<file path="config.mk">
export PLATFORM = sky130hd
export DESIGN_NAME = zuart_link_top
export DESIGN_NICKNAME = d
export VERILOG_FILES = /design/src/common/zuart_pkg.sv /design/src/hw/uart/uart_tx.sv /design/src/hw/uart/uart_rx.sv /design/src/hw/frame_tx_sequencer.sv /design/src/hw/frame_rx_parser.sv /design/src/hw/zuart_link_top.sv
export SDC_FILE = /design/constraint.sdc
export NUM_CORES = 1
export LEC_CHECK = 0
export ABC_CLOCK_PERIOD_IN_PS = 4050
export BUFFER_PORTS_ARGS = -buffer_cell sky130_fd_sc_hd__clkbuf_2
export CAP_MARGIN = 20
export CORE_ASPECT_RATIO = 0.75
export CORE_UTILIZATION = 59
export DETAILED_ROUTE_END_ITERATION = 12
export GPL_TIMING_DRIVEN = 0
export PLACE_DENSITY = 0.79
export SKIP_LAST_GASP = 1
export SYNTH_ARGS = -nofsm -noshare
export SYNTH_HDL_FRONTEND = slang
export SYNTH_SLANG_ARGS = --single-unit
</file>
<file path="constraint.sdc">
create_clock -name clk -period 4.05 [get_ports clk]
set_input_delay 0.405 -clock clk [delete_from_list [all_inputs] [get_ports clk]]
set_output_delay 0.405 -clock clk [all_outputs]
set_load 0.02 [all_outputs]
</file>
<file path="src/common/zuart_pkg.sv">
package zuart_pkg;

    //////////////////////////////////////////////////////////////////////
    // link timing.
    //////////////////////////////////////////////////////////////////////
    localparam int CLKS_PER_BIT    = 16;    // clock cycles per serial bit.
    localparam int FRAME_PERIOD    = 2000;  // cycles between frame ticks.
    localparam int UART_FRAME_BITS = 10;    // start, 8 data, stop.

    localparam int DIV_W    = $clog2(CLKS_PER_BIT);  // bit divisor width.
    localparam int PERIOD_W = $clog2(FRAME_PERIOD);  // tick counter width.

    //////////////////////////////////////////////////////////////////////
    // frame layout.
    //////////////////////////////////////////////////////////////////////
    localparam logic [7:0] SYNC0 = 8'h55;  // first sync byte.
    localparam logic [7:0] SYNC1 = 8'hAA;  // second sync byte.

    localparam int SYNC_BYTES    = 2;
    localparam int PAYLOAD_BYTES = 4;
    localparam int FRAME_BYTES   = SYNC_BYTES + PAYLOAD_BYTES + 1;  // plus checksum.

    localparam int IDX_W     = $clog2(FRAME_BYTES);    // byte index in frame.
    localparam int PAY_CNT_W = $clog2(PAYLOAD_BYTES);  // payload byte index.

    // eight hex digits, d7 in the top nibble.
    typedef struct packed {
        logic [3:0] d7;
        logic [3:0] d6;
        logic [3:0] d5;
        logic [3:0] d4;
        logic [3:0] d3;
        logic [3:0] d2;
        logic [3:0] d1;
        logic [3:0] d0;
    } digit_word_t;

    // one received byte plus the sampled stop level.
    typedef struct packed {
        logic [7:0] data;
        logic       stop_ok;
    } rx_byte_t;

    // payload byte k of a digit word, high digit in the high nibble.
    function automatic logic [7:0] payload_byte(digit_word_t w, logic [PAY_CNT_W-1:0] k);
        case (k)
            2'd0:    return {w.d7, w.d6};
            2'd1:    return {w.d5, w.d4};
            2'd2:    return {w.d3, w.d2};
            default: return {w.d1, w.d0};
        endcase
    endfunction

endpackage

</file>
<file path="src/hw/uart/uart_tx.sv">
`timescale 1ns/100ps

module uart_tx (
    input  logic       clk,
    input  logic       rst_n,
    input  logic       tx_start,
    input  logic [7:0] tx_byte,
    output logic       tx_pin,
    output logic       tx_done
);
    import zuart_pkg::*;

    logic             busy;     // frame on the line.
    logic [DIV_W-1:0] div_cnt;  // cycle within current bit.
    logic [3:0]       bit_cnt;  // 0 start, 1..8 data, 9 stop.
    logic [8:0]       shreg;    // remaining data bits, stop bit on top.
    logic             bit_end;  // last cycle of a bit.
    logic             last_bit; // stop bit in progress.

    assign bit_end  = (div_cnt == DIV_W'(CLKS_PER_BIT - 1));
    assign last_bit = (bit_cnt == 4'(UART_FRAME_BITS - 1));

    // last cycle of the stop bit.
    assign tx_done = busy && bit_end && last_bit;

    always_ff @(posedge clk or negedge rst_n) begin
        if (!rst_n) begin
            busy    <= 1'b0;
            div_cnt <= '0;
            bit_cnt <= '0;
            tx_pin  <= 1'b1;  // line idles high.
        end else if (!busy) begin
            div_cnt <= '0;
            bit_cnt <= '0;
            if (tx_start) begin
                busy   <= 1'b1;
                tx_pin <= 1'b0;  // start bit from the next cycle.
            end
        end else if (bit_end) begin
            div_cnt <= '0;
            if (last_bit) begin
                busy <= 1'b0;  // stop bit already high, line stays idle.
            end else begin
                bit_cnt <= bit_cnt + 4'd1;
                tx_pin  <= shreg[0];  // lsb first.
            end
        end else begin
            div_cnt <= div_cnt + DIV_W'(1);
        end
    end

    // shift register, loaded on accept and shifted per bit.
    always_ff @(posedge clk) begin
        if (!busy && tx_start) begin
            shreg <= {1'b1, tx_byte};
        end else if (busy && bit_end && !last_bit) begin
            shreg <= {1'b1, shreg[8:1]};
        end
    end

endmodule

</file>
<file path="src/hw/uart/uart_rx.sv">
`timescale 1ns/100ps

module uart_rx (
    input  logic               clk,
    input  logic               rst_n,
    input  logic               rx_pin,
    output logic               rx_strobe,
    output zuart_pkg::rx_byte_t rx_byte
);
    import zuart_pkg::*;

    typedef enum logic [1:0] {
        RX_IDLE,
        RX_START,
        RX_DATA,
        RX_STOP
    } rx_state_t;

    rx_state_t        state;
    logic             rx_meta;   // first sync flop.
    logic             rx_sync;   // second sync flop.
    logic             rx_prev;   // for edge detect.
    logic [DIV_W-1:0] div_cnt;
    logic [2:0]       bit_cnt;   // data bit index.
    logic [7:0]       shreg;     // data, filled from the top.
    logic             half_bit;  // middle of the start bit.
    logic             full_bit;  // middle of a data or stop bit.
    logic             fall;

    assign half_bit = (div_cnt == DIV_W'(CLKS_PER_BIT / 2 - 1));
    assign full_bit = (div_cnt == DIV_W'(CLKS_PER_BIT - 1));
    assign fall     = rx_prev && !rx_sync;

    //////////////////////////////////////////////////////////////////////
    // input synchronizer.
    //////////////////////////////////////////////////////////////////////
    always_ff @(posedge clk or negedge rst_n) begin
        if (!rst_n) begin
            rx_meta <= 1'b1;
            rx_sync <= 1'b1;
            rx_prev <= 1'b1;
        end else begin
            rx_meta <= rx_pin;
            rx_sync <= rx_meta;
            rx_prev <= rx_sync;
        end
    end

    //////////////////////////////////////////////////////////////////////
    // bit timing FSM.
    //////////////////////////////////////////////////////////////////////
    always_ff @(posedge clk or negedge rst_n) begin
        if (!rst_n) begin
            state     <= RX_IDLE;
            div_cnt   <= '0;
            bit_cnt   <= '0;
            rx_strobe <= 1'b0;
        end else begin
            rx_strobe <= 1'b0;
            div_cnt   <= div_cnt + DIV_W'(1);
            case (state)
                RX_IDLE: begin
                    div_cnt <= '0;
                    if (fall) state <= RX_START;
                end
                RX_START: if (half_bit) begin
                    div_cnt <= '0;
                    bit_cnt <= '0;
                    state   <= rx_sync ? RX_IDLE : RX_DATA;  // glitch if high again.
                end
                RX_DATA: if (full_bit) begin
                    div_cnt <= '0;
                    bit_cnt <= bit_cnt + 3'd1;
                    if (bit_cnt == 3'd7) state <= RX_STOP;
                end
                default: if (full_bit) begin
                    rx_strobe <= 1'b1;  // report even a bad stop.
                    state     <= RX_IDLE;
                end
            endcase
        end
    end

    // data path, sampled at bit centers.
    always_ff @(posedge clk) begin
        if (state == RX_DATA && full_bit) begin
            shreg <= {rx_sync, shreg[7:1]};  // lsb arrives first.
        end
        if (state == RX_STOP && full_bit) begin
            rx_byte <= '{data: shreg, stop_ok: rx_sync};
        end
    end

endmodule

</file>
<file path="src/hw/frame_tx_sequencer.sv">
`timescale 1ns/100ps

module frame_tx_sequencer (
    input  logic                   clk,
    input  logic                   rst_n,
    input  logic                   en,
    input  zuart_pkg::digit_word_t digits,
    input  logic                   tx_done,
    output logic                   tx_start,
    output logic [7:0]             tx_byte
);
    import zuart_pkg::*;

    logic [PERIOD_W-1:0] period_cnt;
    logic                tick;        // one cycle every FRAME_PERIOD.
    logic                busy;        // frame in progress.
    logic                frame_go;    // first byte of a new frame.
    logic                next_go;     // following byte, cycle after tx_done.
    logic [IDX_W-1:0]    byte_idx;    // byte now on the line.
    logic                is_payload;
    digit_word_t         snap;        // digits frozen at frame start.
    logic [7:0]          csum;        // running payload sum.

    assign tick     = (period_cnt == PERIOD_W'(FRAME_PERIOD - 1));
    assign frame_go = tick && en && !busy;  // ticks mid-frame are dropped.
    assign tx_start = frame_go || next_go;

    assign is_payload = (byte_idx >= IDX_W'(SYNC_BYTES)) &&
                        (byte_idx <  IDX_W'(SYNC_BYTES + PAYLOAD_BYTES));

    //////////////////////////////////////////////////////////////////////
    // byte select.
    //////////////////////////////////////////////////////////////////////
    always_comb begin
        if (byte_idx == IDX_W'(0)) begin
            tx_byte = SYNC0;
        end else if (byte_idx == IDX_W'(1)) begin
            tx_byte = SYNC1;
        end else if (is_payload) begin
            tx_byte = payload_byte(snap, PAY_CNT_W'(byte_idx - IDX_W'(SYNC_BYTES)));
        end else begin
            tx_byte = csum;  // last byte of the frame.
        end
    end

    //////////////////////////////////////////////////////////////////////
    // period counter and sequencing.
    //////////////////////////////////////////////////////////////////////
    always_ff @(posedge clk or negedge rst_n) begin
        if (!rst_n) begin
            period_cnt <= '0;
            busy       <= 1'b0;
            next_go    <= 1'b0;
            byte_idx   <= '0;
            csum       <= '0;
        end else begin
            period_cnt <= tick ? '0 : period_cnt + PERIOD_W'(1);  // free running.
            next_go    <= 1'b0;
            if (frame_go) begin
                busy     <= 1'b1;
                byte_idx <= '0;
                csum     <= '0;
            end else begin
                if (busy && tx_done) begin
                    if (byte_idx == IDX_W'(FRAME_BYTES - 1)) begin
                        busy     <= 1'b0;  // frame complete, en not checked.
                        byte_idx <= '0;
                    end else begin
                        byte_idx <= byte_idx + IDX_W'(1);
                        next_go  <= 1'b1;
                    end
                end
                // sum each payload byte as it is issued.
                if (next_go && is_payload) csum <= csum + tx_byte;
            end
        end
    end

    // snapshot keeps the frame consistent if digits move.
    always_ff @(posedge clk) begin
        if (frame_go) snap <= digits;
    end

endmodule

</file>
<file path="src/hw/frame_rx_parser.sv">
`timescale 1ns/100ps

module frame_rx_parser (
    input  logic                   clk,
    input  logic                   rst_n,
    input  logic                   rx_strobe,
    input  zuart_pkg::rx_byte_t    rx_byte,
    output zuart_pkg::digit_word_t rx_digits,
    output logic                   rx_valid,
    output logic                   rx_error
);
    import zuart_pkg::*;

    typedef enum logic [1:0] {
        P_HUNT,     // waiting for SYNC0.
        P_SYNC1,    // SYNC0 seen.
        P_PAYLOAD,  // collecting digits.
        P_CHECK     // checksum byte next.
    } parse_state_t;

    parse_state_t         state;
    logic [PAY_CNT_W-1:0] pay_cnt;  // payload bytes taken.
    logic [7:0]           sum;      // running payload sum.
    logic [31:0]          payload;  // first byte ends up on top.
    logic                 last_pay;

    assign last_pay = (pay_cnt == PAY_CNT_W'(PAYLOAD_BYTES - 1));

    //////////////////////////////////////////////////////////////////////
    // frame FSM.
    //////////////////////////////////////////////////////////////////////
    always_ff @(posedge clk or negedge rst_n) begin
        if (!rst_n) begin
            state     <= P_HUNT;
            pay_cnt   <= '0;
            sum       <= '0;
            rx_digits <= '0;
            rx_valid  <= 1'b0;
            rx_error  <= 1'b0;
        end else begin
            rx_valid <= 1'b0;
            rx_error <= 1'b0;
            if (rx_strobe) begin
                case (state)
                    P_HUNT: begin
                        // a broken SYNC0 is just noise here.
                        if (rx_byte.stop_ok && rx_byte.data == SYNC0) state <= P_SYNC1;
                    end
                    P_SYNC1: begin
                        pay_cnt <= '0;
                        sum     <= '0;
                        if (!rx_byte.stop_ok) begin
                            rx_error <= 1'b1;
                            state    <= P_HUNT;
                        end else if (rx_byte.data == SYNC1) begin
                            state <= P_PAYLOAD;
                        end else if (rx_byte.data != SYNC0) begin
                            state <= P_HUNT;  // repeated 0x55 keeps waiting.
                        end
                    end
                    P_PAYLOAD: begin
                        if (!rx_byte.stop_ok) begin
                            rx_error <= 1'b1;
                            state    <= P_HUNT;
                        end else begin
                            sum     <= sum + rx_byte.data;
                            pay_cnt <= pay_cnt + PAY_CNT_W'(1);
                            if (last_pay) state <= P_CHECK;
                        end
                    end
                    default: begin
                        if (rx_byte.stop_ok && rx_byte.data == sum) begin
                            rx_valid  <= 1'b1;
                            rx_digits <= digit_word_t'(payload);  // held until next good frame.
                        end else begin
                            rx_error <= 1'b1;
                        end
                        state <= P_HUNT;
                    end
                endcase
            end
        end
    end

    // payload shift, d7/d6 shifted in first.
    always_ff @(posedge clk) begin
        if (rx_strobe && state == P_PAYLOAD) payload <= {payload[23:0], rx_byte.data};
    end

endmodule

</file>
<file path="src/hw/zuart_link_top.sv">
`timescale 1ns/100ps

module zuart_link_top (
    input  logic                   clk,
    input  logic                   rst_n,
    input  logic                   en,
    input  zuart_pkg::digit_word_t digits,
    input  logic                   rx_pin,
    output logic                   tx_pin,
    output zuart_pkg::digit_word_t rx_digits,
    output logic                   rx_valid,
    output logic                   rx_error
);
    import zuart_pkg::*;

    //////////////////////////////////////////////////////////////////////
    // transmit path.
    //////////////////////////////////////////////////////////////////////
    logic       tx_start;  // one cycle, only while uart_tx idle.
    logic [7:0] tx_byte;
    logic       tx_done;   // end of stop bit.

    frame_tx_sequencer i_seq (
        .clk      (clk),
        .rst_n    (rst_n),
        .en       (en),
        .digits   (digits),
        .tx_done  (tx_done),
        .tx_start (tx_start),
        .tx_byte  (tx_byte)
    );

    uart_tx i_tx (
        .clk      (clk),
        .rst_n    (rst_n),
        .tx_start (tx_start),
        .tx_byte  (tx_byte),
        .tx_pin   (tx_pin),
        .tx_done  (tx_done)
    );

    //////////////////////////////////////////////////////////////////////
    // receive path, rx_pin independent of tx_pin.
    //////////////////////////////////////////////////////////////////////
    logic     rx_strobe;  // no back-pressure.
    rx_byte_t rx_byte;

    uart_rx i_rx (
        .clk       (clk),
        .rst_n     (rst_n),
        .rx_pin    (rx_pin),
        .rx_strobe (rx_strobe),
        .rx_byte   (rx_byte)
    );

    frame_rx_parser i_parser (
        .clk       (clk),
        .rst_n     (rst_n),
        .rx_strobe (rx_strobe),
        .rx_byte   (rx_byte),
        .rx_digits (rx_digits),
        .rx_valid  (rx_valid),
        .rx_error  (rx_error)
    );

endmodule

</file>
# Word-level counts from Yosys, hierarchy flattened
# Cells that the tools add are included.
[word_totals] ff_bits=182 in_bits=36 output_inout_bits=35 word_cells=192
[classes] n_addsub=10 n_lt_le_gt_ge=2 n_eq_ne=30 n_mux=64 n_bitwise=1 n_reduce_logical=43
[ops] operator="2-to-1 mux 8 bit" n=8
[ops] operator="2-to-1 mux 4 bit" n=7
[ops] operator="2-to-1 mux 2 bit" n=13
[ops] operator="one-hot mux 8 bit (3 select lines)" n=1
[ops] operator="2-to-1 mux 1 bit" n=22
[ops] operator="adder 8 bit" n=2
[ops] operator="one-hot mux 8 bit (2 select lines)" n=1
[ops] operator="logical AND 1 bit" n=15
[ops] operator="2-to-1 mux 3 bit" n=5
[ops] operator="nonzero test 2 bit" n=7
[ops] operator="adder 4 x 1 -> 4 bit (second input constant)" n=3
[ops] operator="== test 4 bit (second input constant)" n=3
[ops] operator="one-hot mux 2 bit (3 select lines)" n=2
[ops] operator="one-hot mux 4 bit (3 select lines)" n=1
[ops] operator="AND reduction 3 bit" n=4
[ops] operator="adder 11 x 1 -> 11 bit (second input constant)" n=1
[ops] operator="== test 11 bit (second input constant)" n=1
[ops] operator="2-to-1 mux 11 bit" n=1
[ops] operator="== test 2 bit (second input constant)" n=5
[ops] operator="!= test 2 x 1 -> 1 bit (second input constant)" n=5
[ops] operator="== test 8 x 7 -> 1 bit (second input constant)" n=1
[ops] operator="== test 8 bit" n=1
[ops] operator="== test 8 bit (second input constant)" n=1
[ops] operator="!= test 8 x 7 -> 1 bit (second input constant)" n=1
[ops] operator="other kinds (26)" n=39

# Longest topological paths before layout
# Gate-level depths: netlist of run 1.
[logic_depth] depth_word=9 depth_mapped=12 ltp_nobuf=10

# Hierarchy
# A second synthesis of run 1 with hierarchy kept.
[hier_totals] cells_unflattened=572 hier_area_um2=8041.5
[modules_own_cells] module="frame_rx_parser" n_inst=1 cells_per_inst=202 area_each_um2=3310.7 seq_area_each_um2=2112.0
[modules_own_cells] module="frame_tx_sequencer" n_inst=1 cells_per_inst=229 area_each_um2=2758.9 seq_area_each_um2=1561.5
[modules_own_cells] module="uart_rx" n_inst=1 cells_per_inst=73 area_each_um2=1134.8 seq_area_each_um2=839.6
[modules_own_cells] module="uart_tx" n_inst=1 cells_per_inst=68 area_each_um2=837.1 seq_area_each_um2=491.7

# Worst setup path after synthesis of run 1
# No wires, ideal clock.
[synth_path] kind="reg2reg" start="reg i_seq.period_cnt[5]" end="reg i_seq.snap[0] (netlist bit) (enable)" setup_time_ns=0.453 arrival_ns=2.998 required_ns=3.597 setup_slack_ns=0.598 stages_incl_launch_ff=4 path_buffers=1 period_less_slack_ns=3.452 path_cell_list="dfrtp_1 -> or3b_1 -> buf_2 -> nor4_2"
[synth_via] elab_chain_cells=3
[synth_lines] element="start, declared" line="frame_tx_sequencer.sv:14" text="logic [PERIOD_W-1:0] period_cnt;"
[synth_lines] element="start signal, assigned" line="frame_tx_sequencer.sv:57" text="period_cnt <= tick ? '0 : period_cnt + PERIOD_W'(1);"
[synth_lines] element="== test 11 bit" line="frame_tx_sequencer.sv:24" text="assign tick = (period_cnt == PERIOD_W'(FRAME_PERIOD - 1));"
[synth_lines] element="logical AND 1 bit (2 in a row)" line="frame_tx_sequencer.sv:25" text="assign frame_go = tick && en && !busy;"
[synth_lines] element="net i_seq.frame_go" line="frame_tx_sequencer.sv:17" text="logic frame_go;"
[synth_lines] element="end signal, assigned" line="frame_tx_sequencer.sv:81" text="if (frame_go) snap <= digits;"
[synth_lines] element="end, declared" line="frame_tx_sequencer.sv:21" text="digit_word_t snap;"
# The timed path passes the listed nets, and every way through them passes these cells.
# A chain may end at the register's enable or synchronous reset.

# Worst setup path in the final report of run 1
[layout_path] start="reg i_seq.byte_idx[0]" end="reg i_seq.csum[7]"
[layout_via] elab_chain_cells=9 word_cells_on_any_way=18 cone_classes="add/sub (2); order compare (2); eq/ne (3); mux (6); reduce/logical (5)"
[layout_lines] element="start, declared" line="frame_tx_sequencer.sv:19" text="logic [IDX_W-1:0] byte_idx;"
[layout_lines] element="start signal, assigned" line="frame_tx_sequencer.sv:69" text="byte_idx <= byte_idx + IDX_W'(1);"
[layout_lines] element="subtractor 2 bit" line="frame_tx_sequencer.sv:40" text="tx_byte = payload_byte(snap, PAY_CNT_W'(byte_idx - IDX_W'(SYNC_BYTES)));"
[layout_lines] element="== test 2 bit, or another cell as far along" line="zuart_pkg.sv:46" text="case (k)"
[layout_lines] element="one-hot mux 8 bit (3 select lines)" line="zuart_pkg.sv:46"
[layout_lines] element="2-to-1 mux 8 bit" line="frame_tx_sequencer.sv:39" text="end else if (is_payload) begin"
[layout_lines] element="2-to-1 mux 8 bit" line="frame_tx_sequencer.sv:37" text="end else if (byte_idx == IDX_W'(1)) begin"
[layout_lines] element="2-to-1 mux 8 bit" line="frame_tx_sequencer.sv:35" text="if (byte_idx == IDX_W'(0)) begin"
[layout_lines] element="adder 8 bit" line="frame_tx_sequencer.sv:74" text="if (next_go && is_payload) csum <= csum + tx_byte;"
[layout_lines] element="2-to-1 mux 8 bit" line="frame_tx_sequencer.sv:74"
[layout_lines] element="2-to-1 mux 8 bit" line="frame_tx_sequencer.sv:59" text="if (frame_go) begin"
[layout_lines] element="end signal, assigned" line="frame_tx_sequencer.sv:74"
[layout_lines] element="end, declared" line="frame_tx_sequencer.sv:22" text="logic [7:0] csum;"
# Parallel ways exist; a longest one is shown, timed or not. The select of a mux whose other input is x is not followed.

==> results of run 1 <==
-- registers in the layout (all words and copies together) (netlist names), 4 cells and up --
name / count
i_seq.snap: 32
i_tx.shreg: 8
i_tx.div_cnt: 4
i_rx.div_cnt: 4
i_rx.shreg: 8
i_seq.csum: 8
i_seq.period_cnt: 11
i_rx.rx_byte: 9
i_tx.bit_cnt: 4
i_parser.payload: 32
i_parser.rx_digits: 32
i_parser.sum: 8
-- stage by stage --
step / hold slack [ns] / std cells / setup TNS [ns] / total power, uW
finish: 0.0512 / 890 / 0 / 3890
global route: 0.0479 / 890 / 0 / 4020
CTS: 0.0431 / 890 / 0 / 3910
detailed placement: 0.349 / 858 / 0 / 2290
global placement: 0.346 / 854 / -1.87 / 2270
floorplan: 0.109 / 613 / 0 / 2200
-- Yosys cell counts, types with 3 or more instances --
master	count
xor2_1	8
buf_2	4
clkbuf_1	12
o221ai_1	4
o211ai_1	5
a21o_1	4
o41ai_1	3
nor3_1	7
o21ai_0	34
o21bai_1	3
ha_1	32
a22o_1	6
inv_1	20
xnor2_1	11
nand3b_1	4
mux2i_1	8
nor2b_1	7
a21oi_1	21
dfstp_2	4
nor3b_1	4
o22ai_1	4
and2_1	9
a221oi_1	5
o31ai_1	3
nor2_1	35
and3_1	7
nand3_1	18
mux2_2	38
o31a_1	3
nor4b_1	3
dfrtp_1	89
nand2_1	56
nand4_1	3
nand2b_1	10
edfxtp_1	89
-- power groups by stage --
stage	Combinational, uW	Clock, uW	Sequential, uW
after detailed placement	253	0	2040
after global routing	292	1720	2010
after floorplan	170	0	2030
after CTS	257	1650	2000
final	255	1630	2000
after global placement	234	0	2030
-- worst max path at each step --
| stage | to | start | cells past startpoint | slack, ns |
|---|---|---|---|---|
| final | i_seq.csum[7]$_DFFE_PN0P_ | i_seq.byte_idx[0]$_DFFE_PN0P_ | 10 | 0.23 |
| after global routing | i_seq.csum[7]$_DFFE_PN0P_ | i_seq.byte_idx[0]$_DFFE_PN0P_ | 10 | 0.07 |
| after CTS | i_seq.csum[7]$_DFFE_PN0P_ | i_seq.byte_idx[0]$_DFFE_PN0P_ | 10 | 0.36 |
| after detailed placement | i_seq.csum[7]$_DFFE_PN0P_ | i_seq.byte_idx[0]$_DFFE_PN0P_ | 10 | 0.37 |
| after global placement | i_seq.snap[22]$_DFFE_PP_ | i_seq.period_cnt[0]$_DFF_PN0_ | 3 | -0.06 |
| after floorplan | i_seq.snap[0]$_DFFE_PP_ | i_seq.period_cnt[5]$_DFF_PN0_ | 3 | 0.60 |
-- kinds of logic after synthesis --
family	share of synthesized area
AO/OA/AOI/OAI	0.0923
multiplexers	0.0637
buffers and inverters	0.0204
AND/OR/NAND/NOR	0.120
XOR/XNOR	0.0209
flip-flops	0.628
adder cells (fa/ha/maj)	0.0552
-- cell type report --
class                           count  share of cell area
Tap cell                          171              0.0233
Buffer                             18             0.00953
Clock buffer                       19              0.0471
Clock inverter                     13              0.0158
Sequential cell                   182               0.544
Timing Repair Buffer               74              0.0455
Inverter                           20             0.00817
Multi-Input combinational cell    393               0.306
-- per-layer routing --
metal	vias up	wire length, um	track usage
li1	2438	-	-
met2	179	7380	0.382
met1	2600	6960	0.318
met3	19	1020	0.0605
met5	-	0	0
met4	0	194	0.0846
==> flow_metrics.py, run 1 <==
metrics = {
    "setup_path": {
        "reg2reg_slack_ns": 0.23,
        "critical_path.startpoint_type": "flip-flop",
        "cp_slowest_stage_delay_ns": 0.75,
        "path_cells": "clkbuf_1 > clkbuf_1 > o22ai_1 > a221oi_1 > ha_1 > a211oi_1 > o21ai_0 > a2111oi_0 > mux2i_1 > nand2_1",
        "cp_top_family": "compound AO/OA/AOI/OAI gates",
        "r2r_start": "i_seq.byte_idx[0]$_DFFE_PN0P_",
        "worst_setup_path_end_kind": "flip-flop",
        "worstPathArrival_ns": 4.20,
        "path_max_fanout": 10,
        "crit_buf_inv": 2,
        "slowest_stage": "a221oi_1",
        "crit_type": "reg2reg",
        "rr_endpoint": "i_seq.csum[7]$_DFFE_PN0P_",
        "crit_path_frequent_cell": "clkbuf_1",
        "cp_data_required_time_ns": 4.42,
        "reg2reg_depth": 10,
    },
    "floorplanning": {
        "core-area_um2": 13100,
        "die_w_um": 136,
        "boundaryPins": 71,
        "row_count": 36,
        "die_y_um": 103,
        "die_area_um2": 14000,
        "start_util": 0.608,
    },
    "yosys": {
        "synth_area_leaders": "edfxtp_1 34%, dfrtp_1 28%, mux2_2 5.4%",
        "synth_ff_type": "edfxtp_1",
        "syn-cell-area_um2": 7970,
        "ys_seq_area_frac": 0.628,
        "yosysTopAreaCellShare": 0.335,
        "async_flop_share": 0.511,
        "yosys_warnings": 0,
        "avgSynthCellArea_um2": 13.0,
        "yosys.area.top_type": "edfxtp_1",
        "netlist_instances": 613,
        "syn-num-nets": 683,
        "synth_cell_types": 64,
        "synth_edf_count": 89,
        "yosys_register_bits": 182,
    },
    "power": {
        "max-vdd-ir-drop_mv": 0.435,
        "leakagePower_uw": 0.00400,
        "p_int_uw": 2990,
        "p_per_area_nw_per_um2": 423,
        "combPwrFrac": 0.066,
        "p_switching_uw": 902,
        "pwr-share-clk": 0.420,
        "swShare": 0.232,
        "p_seq_frac": 0.515,
    },
    "grt": {
        "grt_pass1_vias": 5164,
        "grt_pass1_wl_mm": 24.9,
        "grt_usage": 0.238,
        "grt_overflow": 0,
        "antenna_found_initial": 0,
        "grt_start_max_net_pins": 52,
    },
    "flow_run": {
        "maxCapViolCount": 0,
    },
    "clocking": {
        "cts_setup_buffers": 0,
        "numCtsBuffers": 17,
        "clkTransAtPathRegs_ns": 0.07,
        "holdBufCountCts": 0,
        "clk_latency_ns": 0.43,
        "cts-htree-levels": 4,
        "clockRootBuffer": "clkbuf_16",
        "cts_tree": "done",
        "cts.sinks": 182,
        "cts.repair.resized": 0,
        "clockBufferDepth": 2,
    },
    "route": {
        "drt-initial-drc-count": 330,
        "dr_total_vias": 5236,
        "drt_first_pass_iters": 5,
        "wirelength_mm": 15.6,
        "ant_nets": 0,
        "viasPerCell": 5.88,
        "detail_route.wl_per_cell_um": 17.5,
        "drc": 0,
    },
    "finish": {
        "drive_gt1_frac": 0.220,
        "nets": 776,
        "fin_area_um2": 9190,
        "multi_input_area_um2": 2820,
        "fillers": 870,
        "area_growth_pct": 15.3,
        "seq_area_um2": 5000,
        "final_core_util": 0.701,
        "antennaDiodeCount": 0,
        "mostFrequentLayoutCells": "89 x dfrtp_1, 89 x edfxtp_1, 69 x clkbuf_2",
    },
    "status": {
        "status": "completed",
    },
    "timing": {
        "finalWorstPathRequiredPeriod_ns": 3.82,
        "slew_headroom": 0.382,
        "setup_ws_ns": 0.225,
        "worst_pin_slew_ns": 0.918,
        "finalSetupViolations": 0,
        "fin_skew_ns": 0.0113,
        "slew_viol_final": 0,
        "max_freq_mhz": 261,
        "rsz0062_at_grt": "false",
        "finalHoldViolCount": 0,
        "fin_crit_sh": 0.944,
    },
    "place": {
        "hpwl_mm": 10.9,
        "place_congestion": 0.867,
        "io_buffers": 70,
        "post_dp_cell_area_um2": 8610,
        "dp_slack_ns": 0.375,
    },
    "hold_path": {
        "hold_class": "in2async",
    },
}
No activity file was read; power rests on OpenSTA's default activity.
==> run 2: changes to the inputs <==
Settings changed: REMOVE_ABC_BUFFERS set to 1.
==> flow_metrics.py, run 2 (synthesis gave the netlist of run 1 again) <==
metrics = {
    "status": {
        "status": "completed",
    },
    "timing": {
        "setup_ws_ns": 0.478,
        "slew_headroom": 0.310,
        "fin_setup_tns_ns": 0,
        "finalSetupViolations": 0,
        "worst_pin_slew_ns": 1.04,
        "finalHoldViolCount": 0,
        "fin_skew_ns": 0.00960,
        "finalWorstPathRequiredPeriod_ns": 3.57,
        "slew_viol_final": 0,
        "fin_crit_sh": 0.882,
        "rsz0062_at_grt": "false",
        "max_freq_mhz": 280,
    },
    "grt": {
        "grt_pass1_wl_mm": 23.7,
        "grt_start_max_net_pins": 63,
        "use_met3": 0.0472,
        "use_met2": 0.345,
        "grt_usage": 0.225,
        "grt_pass1_vias": 4743,
        "top_usage_layer": "met2",
        "grt_overflow": 0,
        "grt_use_met1": 0.316,
        "antenna_found_initial": 0,
    },
    "route": {
        "detail_route.wl_per_cell_um": 16.5,
        "viasPerCell": 5.71,
        "drc": 0,
        "dr_total_vias": 4988,
        "drt_first_pass_iters": 5,
        "wirelength_mm": 14.4,
        "drt-initial-drc-count": 268,
        "ant_nets": 0,
    },
    "clocking": {
        "cts_tree": "done",
        "cts.sinks": 182,
        "numCtsBuffers": 17,
        "clockRootBuffer": "clkbuf_16",
        "clk_latency_ns": 0.43,
        "cts_setup_buffers": 0,
        "clkTransAtPathRegs_ns": 0.07,
        "clockBufferDepth": 2,
        "cts-htree-levels": 4,
        "cts.repair.resized": 0,
    },
    "place": {
        "place_congestion": 0.905,
        "post_dp_cell_area_um2": 8520,
        "io_buffers": 70,
        "dp_slack_ns": 0.534,
        "hpwl_mm": 9.89,
    },
    "finish": {
        "reg_top3": "i_parser.payload x32, i_parser.rx_digits x32, i_seq.snap x32",
        "final_core_util": 0.697,
        "mostFrequentLayoutCells": "89 x dfrtp_1, 89 x edfxtp_1, 69 x clkbuf_2",
        "fillers": 865,
        "seq_area_um2": 5000,
        "nets": 759,
        "area_growth_pct": 14.6,
        "antennaDiodeCount": 0,
        "multi_input_area_um2": 2820,
        "fin_area_um2": 9140,
        "drive_gt1_frac": 0.221,
    },
    "setup_path": {
        "path_cells": "nand2_1 > o22ai_1 > a221oi_1 > ha_1 > a211oi_1 > o21ai_0 > a2111oi_0 > mux2i_1 > nand2_1",
        "worst_setup_path_end_kind": "flip-flop",
        "crit_path_frequent_cell": "nand2_1",
        "rr_endpoint": "i_seq.csum[7]$_DFFE_PN0P_",
        "reg2reg_slack_ns": 0.48,
        "reg2reg_depth": 9,
        "slowest_stage": "dfrtp_1",
        "r2r_start": "i_seq.byte_idx[0]$_DFFE_PN0P_",
        "cp_slowest_stage_delay_ns": 0.76,
        "path_max_fanout": 34,
        "cp_top_family": "compound AO/OA/AOI/OAI gates",
        "cp_data_required_time_ns": 4.42,
        "crit_buf_inv": 0,
        "critical_path.startpoint_type": "flip-flop",
        "crit_type": "reg2reg",
        "worstPathArrival_ns": 3.94,
    },
    "flow_run": {
        "maxCapViolCount": 0,
    },
    "power": {
        "p_total_uw": 3910,
        "p_per_area_nw_per_um2": 428,
        "max-vdd-ir-drop_mv": 0.334,
        "leakagePower_uw": 0.00398,
    },
    "floorplanning": {
        "die_w_um": 136,
        "boundaryPins": 71,
        "start_util": 0.608,
        "row_count": 36,
        "die_area_um2": 14000,
        "die_y_um": 103,
        "core-area_um2": 13100,
    },
    "hold_path": {
        "hold-path-endpoint": "i_rx.rx_meta$_DFF_PN1_",
        "hold_path_startpoint": "rx_pin",
        "hold_depth": 1,
        "hold_class": "in2reg",
    },
}
run 2: cell count changes in the layout (fill, tap and decap cells not counted), sizes merged:
cell,previous run,this run
clkinv,2,1
bufinv,2,1
clkinvlp,3,0
clkbuf,101,90
buf,10,4
inv,26,30
dlygate4sd3,0,1
run 2: layout make-up:
class,count,share of cell area
clock buffers,20,0.0512
flip-flops and latches,182,0.548
inverters,20,0.00822
clock inverters,12,0.0138
repair buffers,75,0.0464
well taps,171,0.0234
multi-input cells,393,0.309
run 2: power by group:
group	internal [uW]	switching [uW]	leakage, uW
Sequential	1970	36.6	0.00201
Clock	923	729	0.000297
Combinational	103	148	0.00167
Total	2990	915	0.00398
run 2: worst max path at each step:
stage | from | end | slack [ns] | cells past startpoint
2_1_floorplan | i_seq.period_cnt[5]$_DFF_PN0_ | i_seq.snap[0]$_DFFE_PP_ | 0.64 | 2
3_3_place_gp | i_seq.period_cnt[0]$_DFF_PN0_ | i_seq.snap[19]$_DFFE_PP_ | -0.22 | 3
3_5_place_dp | i_seq.byte_idx[0]$_DFFE_PN0P_ | i_seq.csum[7]$_DFFE_PN0P_ | 0.53 | 9
4_1_cts | i_seq.byte_idx[0]$_DFFE_PN0P_ | i_seq.csum[7]$_DFFE_PN0P_ | 0.51 | 9
5_1_grt | i_seq.byte_idx[0]$_DFFE_PN0P_ | i_seq.csum[7]$_DFFE_PN0P_ | 0.11 | 9
6_report | i_seq.byte_idx[0]$_DFFE_PN0P_ | i_seq.csum[7]$_DFFE_PN0P_ | 0.48 | 9
run 2: per-stage QoR:
stage	instances	hold slack (ns)
CTS	872	0.0457
floorplan	595	0.109
finish	873	0.0610
global placement	836	0.348
global route	873	0.0464
detailed placement	839	0.349
run 2: worst reg2reg max path, cell delays in order, from the launching register on:
cell,delay (ns)
dfrtp_1,0.76
nand2_1,0.44
o22ai_1,0.13
a221oi_1,0.72
ha_1,0.38
a211oi_1,0.32
o21ai_0,0.19
a2111oi_0,0.38
mux2i_1,0.12
nand2_1,0.08
run 2: routing by layer:
metal	up-vias	part of all wire
li1	2414	-
met5	-	0
met2	162	0.45
met4	0	0.013
met1	2398	0.48
met3	14	0.060
run 2: timing repair:
action / CTS / global route
endpoints found under the setup margin: 0 / 0
hold buffers: 1 / 0
hold endpoints to repair: 30 / 0
==> run 3: changes to the inputs <==
Settings changed: PLACE_DENSITY 0.79 to 0.9.
==> flow_metrics.py, run 3 (synthesis gave the netlist of run 1 again) <==
metrics = {
    "grt": {
        "grt_pass1_vias": 5085,
        "antenna_found_initial": 0,
        "grt_overflow": 0,
        "grt_start_max_net_pins": 52,
        "grt_usage": 0.241,
        "grt_pass1_wl_mm": 25.3,
    },
    "setup_path": {
        "path_cells": "nand2_1 > o221ai_1 > a221oi_1 > ha_1 > a211oi_1 > o21ai_0 > a2111oi_0 > mux2i_1 > nand2_1",
        "worstPathArrival_ns": 3.95,
        "cp_slowest_stage_delay_ns": 1.05,
        "crit_path_frequent_cell": "nand2_1",
        "path_max_fanout": 34,
        "worst_setup_path_end_kind": "flip-flop",
        "reg2reg_depth": 9,
        "slowest_stage": "dfrtp_1",
        "crit_type": "reg2reg",
        "cp_data_required_time_ns": 4.42,
        "critical_path.startpoint_type": "flip-flop",
    },
    "timing": {
        "fin_crit_sh": 0.883,
        "fin_skew_ns": 0.00933,
        "finalSetupViolations": 0,
        "hold_ws_ns": 0.0501,
        "slew_viol_final": 0,
        "rsz0062_at_grt": "false",
        "slew_headroom": 0.278,
        "finalHoldViolCount": 0,
        "max_freq_mhz": 280,
        "finalWorstPathRequiredPeriod_ns": 3.58,
        "worst_pin_slew_ns": 1.08,
    },
    "clocking": {
        "cts-htree-levels": 4,
        "cts_tree": "done",
        "cts_setup_buffers": 0,
        "clk_latency_ns": 0.44,
        "clockRootBuffer": "clkbuf_16",
        "cts.sinks": 182,
        "numCtsBuffers": 17,
        "holdBufCountCts": 0,
        "clockBufferDepth": 2,
        "cts.repair.resized": 0,
        "clkTransAtPathRegs_ns": 0.07,
    },
    "finish": {
        "area_growth_pct": 14.2,
        "drive_gt1_frac": 0.221,
        "final_core_util": 0.695,
        "antennaDiodeCount": 0,
        "nets": 759,
        "fin_area_um2": 9110,
        "fillers": 829,
        "mostFrequentLayoutCells": "89 x dfrtp_1, 89 x edfxtp_1, 69 x clkbuf_2",
        "reg_top3": "i_parser.payload x32, i_parser.rx_digits x32, i_seq.snap x32",
    },
    "place": {
        "io_buffers": 70,
        "place_congestion": 0.850,
        "post_dp_cell_area_um2": 8540,
        "hpwl_mm": 10.4,
    },
    "floorplanning": {
        "start_util": 0.608,
        "boundaryPins": 71,
        "row_count": 36,
        "die_y_um": 103,
        "die_area_um2": 14000,
        "die_w_um": 136,
        "core-area_um2": 13100,
    },
    "power": {
        "max-vdd-ir-drop_mv": 0.298,
        "p_per_area_nw_per_um2": 420,
        "leakagePower_uw": 0.00396,
    },
    "route": {
        "dr_total_vias": 5291,
        "viasPerCell": 6.06,
        "drt_first_pass_iters": 5,
        "wirelength_mm": 15.6,
        "drc": 0,
        "detail_route.wl_per_cell_um": 17.9,
        "ant_nets": 0,
        "drt-initial-drc-count": 344,
    },
    "flow_run": {
        "maxCapViolCount": 0,
    },
    "hold_path": {
        "hold_class": "in2async",
    },
    "status": {
        "status": "completed",
    },
}
[run 3: metal layers]
| metal | routed length, um | vias up | global-route usage | part of all wire |
|---|---|---|---|---|
| met3 | 1030 | 40 | 0.0501 | 0.066 |
| met1 | 6650 | 2621 | 0.323 | 0.43 |
| met5 | 0 | - | 0 | 0 |
| met4 | 365 | 0 | 0.114 | 0.023 |
| met2 | 7570 | 218 | 0.382 | 0.48 |
| li1 | - | 2412 | - | - |
[run 3: worst max-delay path, delay by kind of cell, from the launching register on]
family	cells	cell delay (ns)
AO/OA/AOI/OAI	5	1.46
flip-flops	1	1.05
AND/OR/NAND/NOR	2	0.49
adder cells (fa/ha/maj)	1	0.37
multiplexers	1	0.13
[run 3: cell type report]
type	instances	area, um2	share of cell area
multi-input cells	393	2820	0.310
flip-flops and latches	182	5000	0.549
clock inverters	13	120	0.0132
well taps	171	214	0.0235
inverters	20	75.1	0.00824
clock buffers	19	443	0.0486
repair buffers	75	430	0.0472
[run 3: worst paths after layout]
path | end | start | slack (ns)
min | i_parser.state[0]$_DFFE_PN0P_ | rst_n | 0.05
max | i_seq.csum[7]$_DFFE_PN0P_ | i_seq.byte_idx[0]$_DFFE_PN0P_ | 0.47
min reg2reg | i_rx.rx_sync$_DFF_PN1_ | i_rx.rx_meta$_DFF_PN1_ | 0.36
min in group clk | i_rx.rx_meta$_DFF_PN1_ | rx_pin | 0.05
max reg2reg | i_seq.csum[7]$_DFFE_PN0P_ | i_seq.byte_idx[0]$_DFFE_PN0P_ | 0.47
max in group asynchronous | i_seq.period_cnt[9]$_DFF_PN0_ | rst_n | 3.29
[run 3: metrics by stage]
stage,setup TNS (ns),setup slack [ns],std cells,power (uW)
floorplan,0,0.638,595,2200
global placement,-3.58,-0.112,836,2270
detailed placement,0,0.603,840,2300
CTS,0,0.579,872,3850
global route,0,0.222,873,3970
finish,0,0.473,873,3830
[run 3: power breakdown]
part	switching [uW]	internal [uW]
clock network	740	823
logic	156	103
registers	39.3	1970
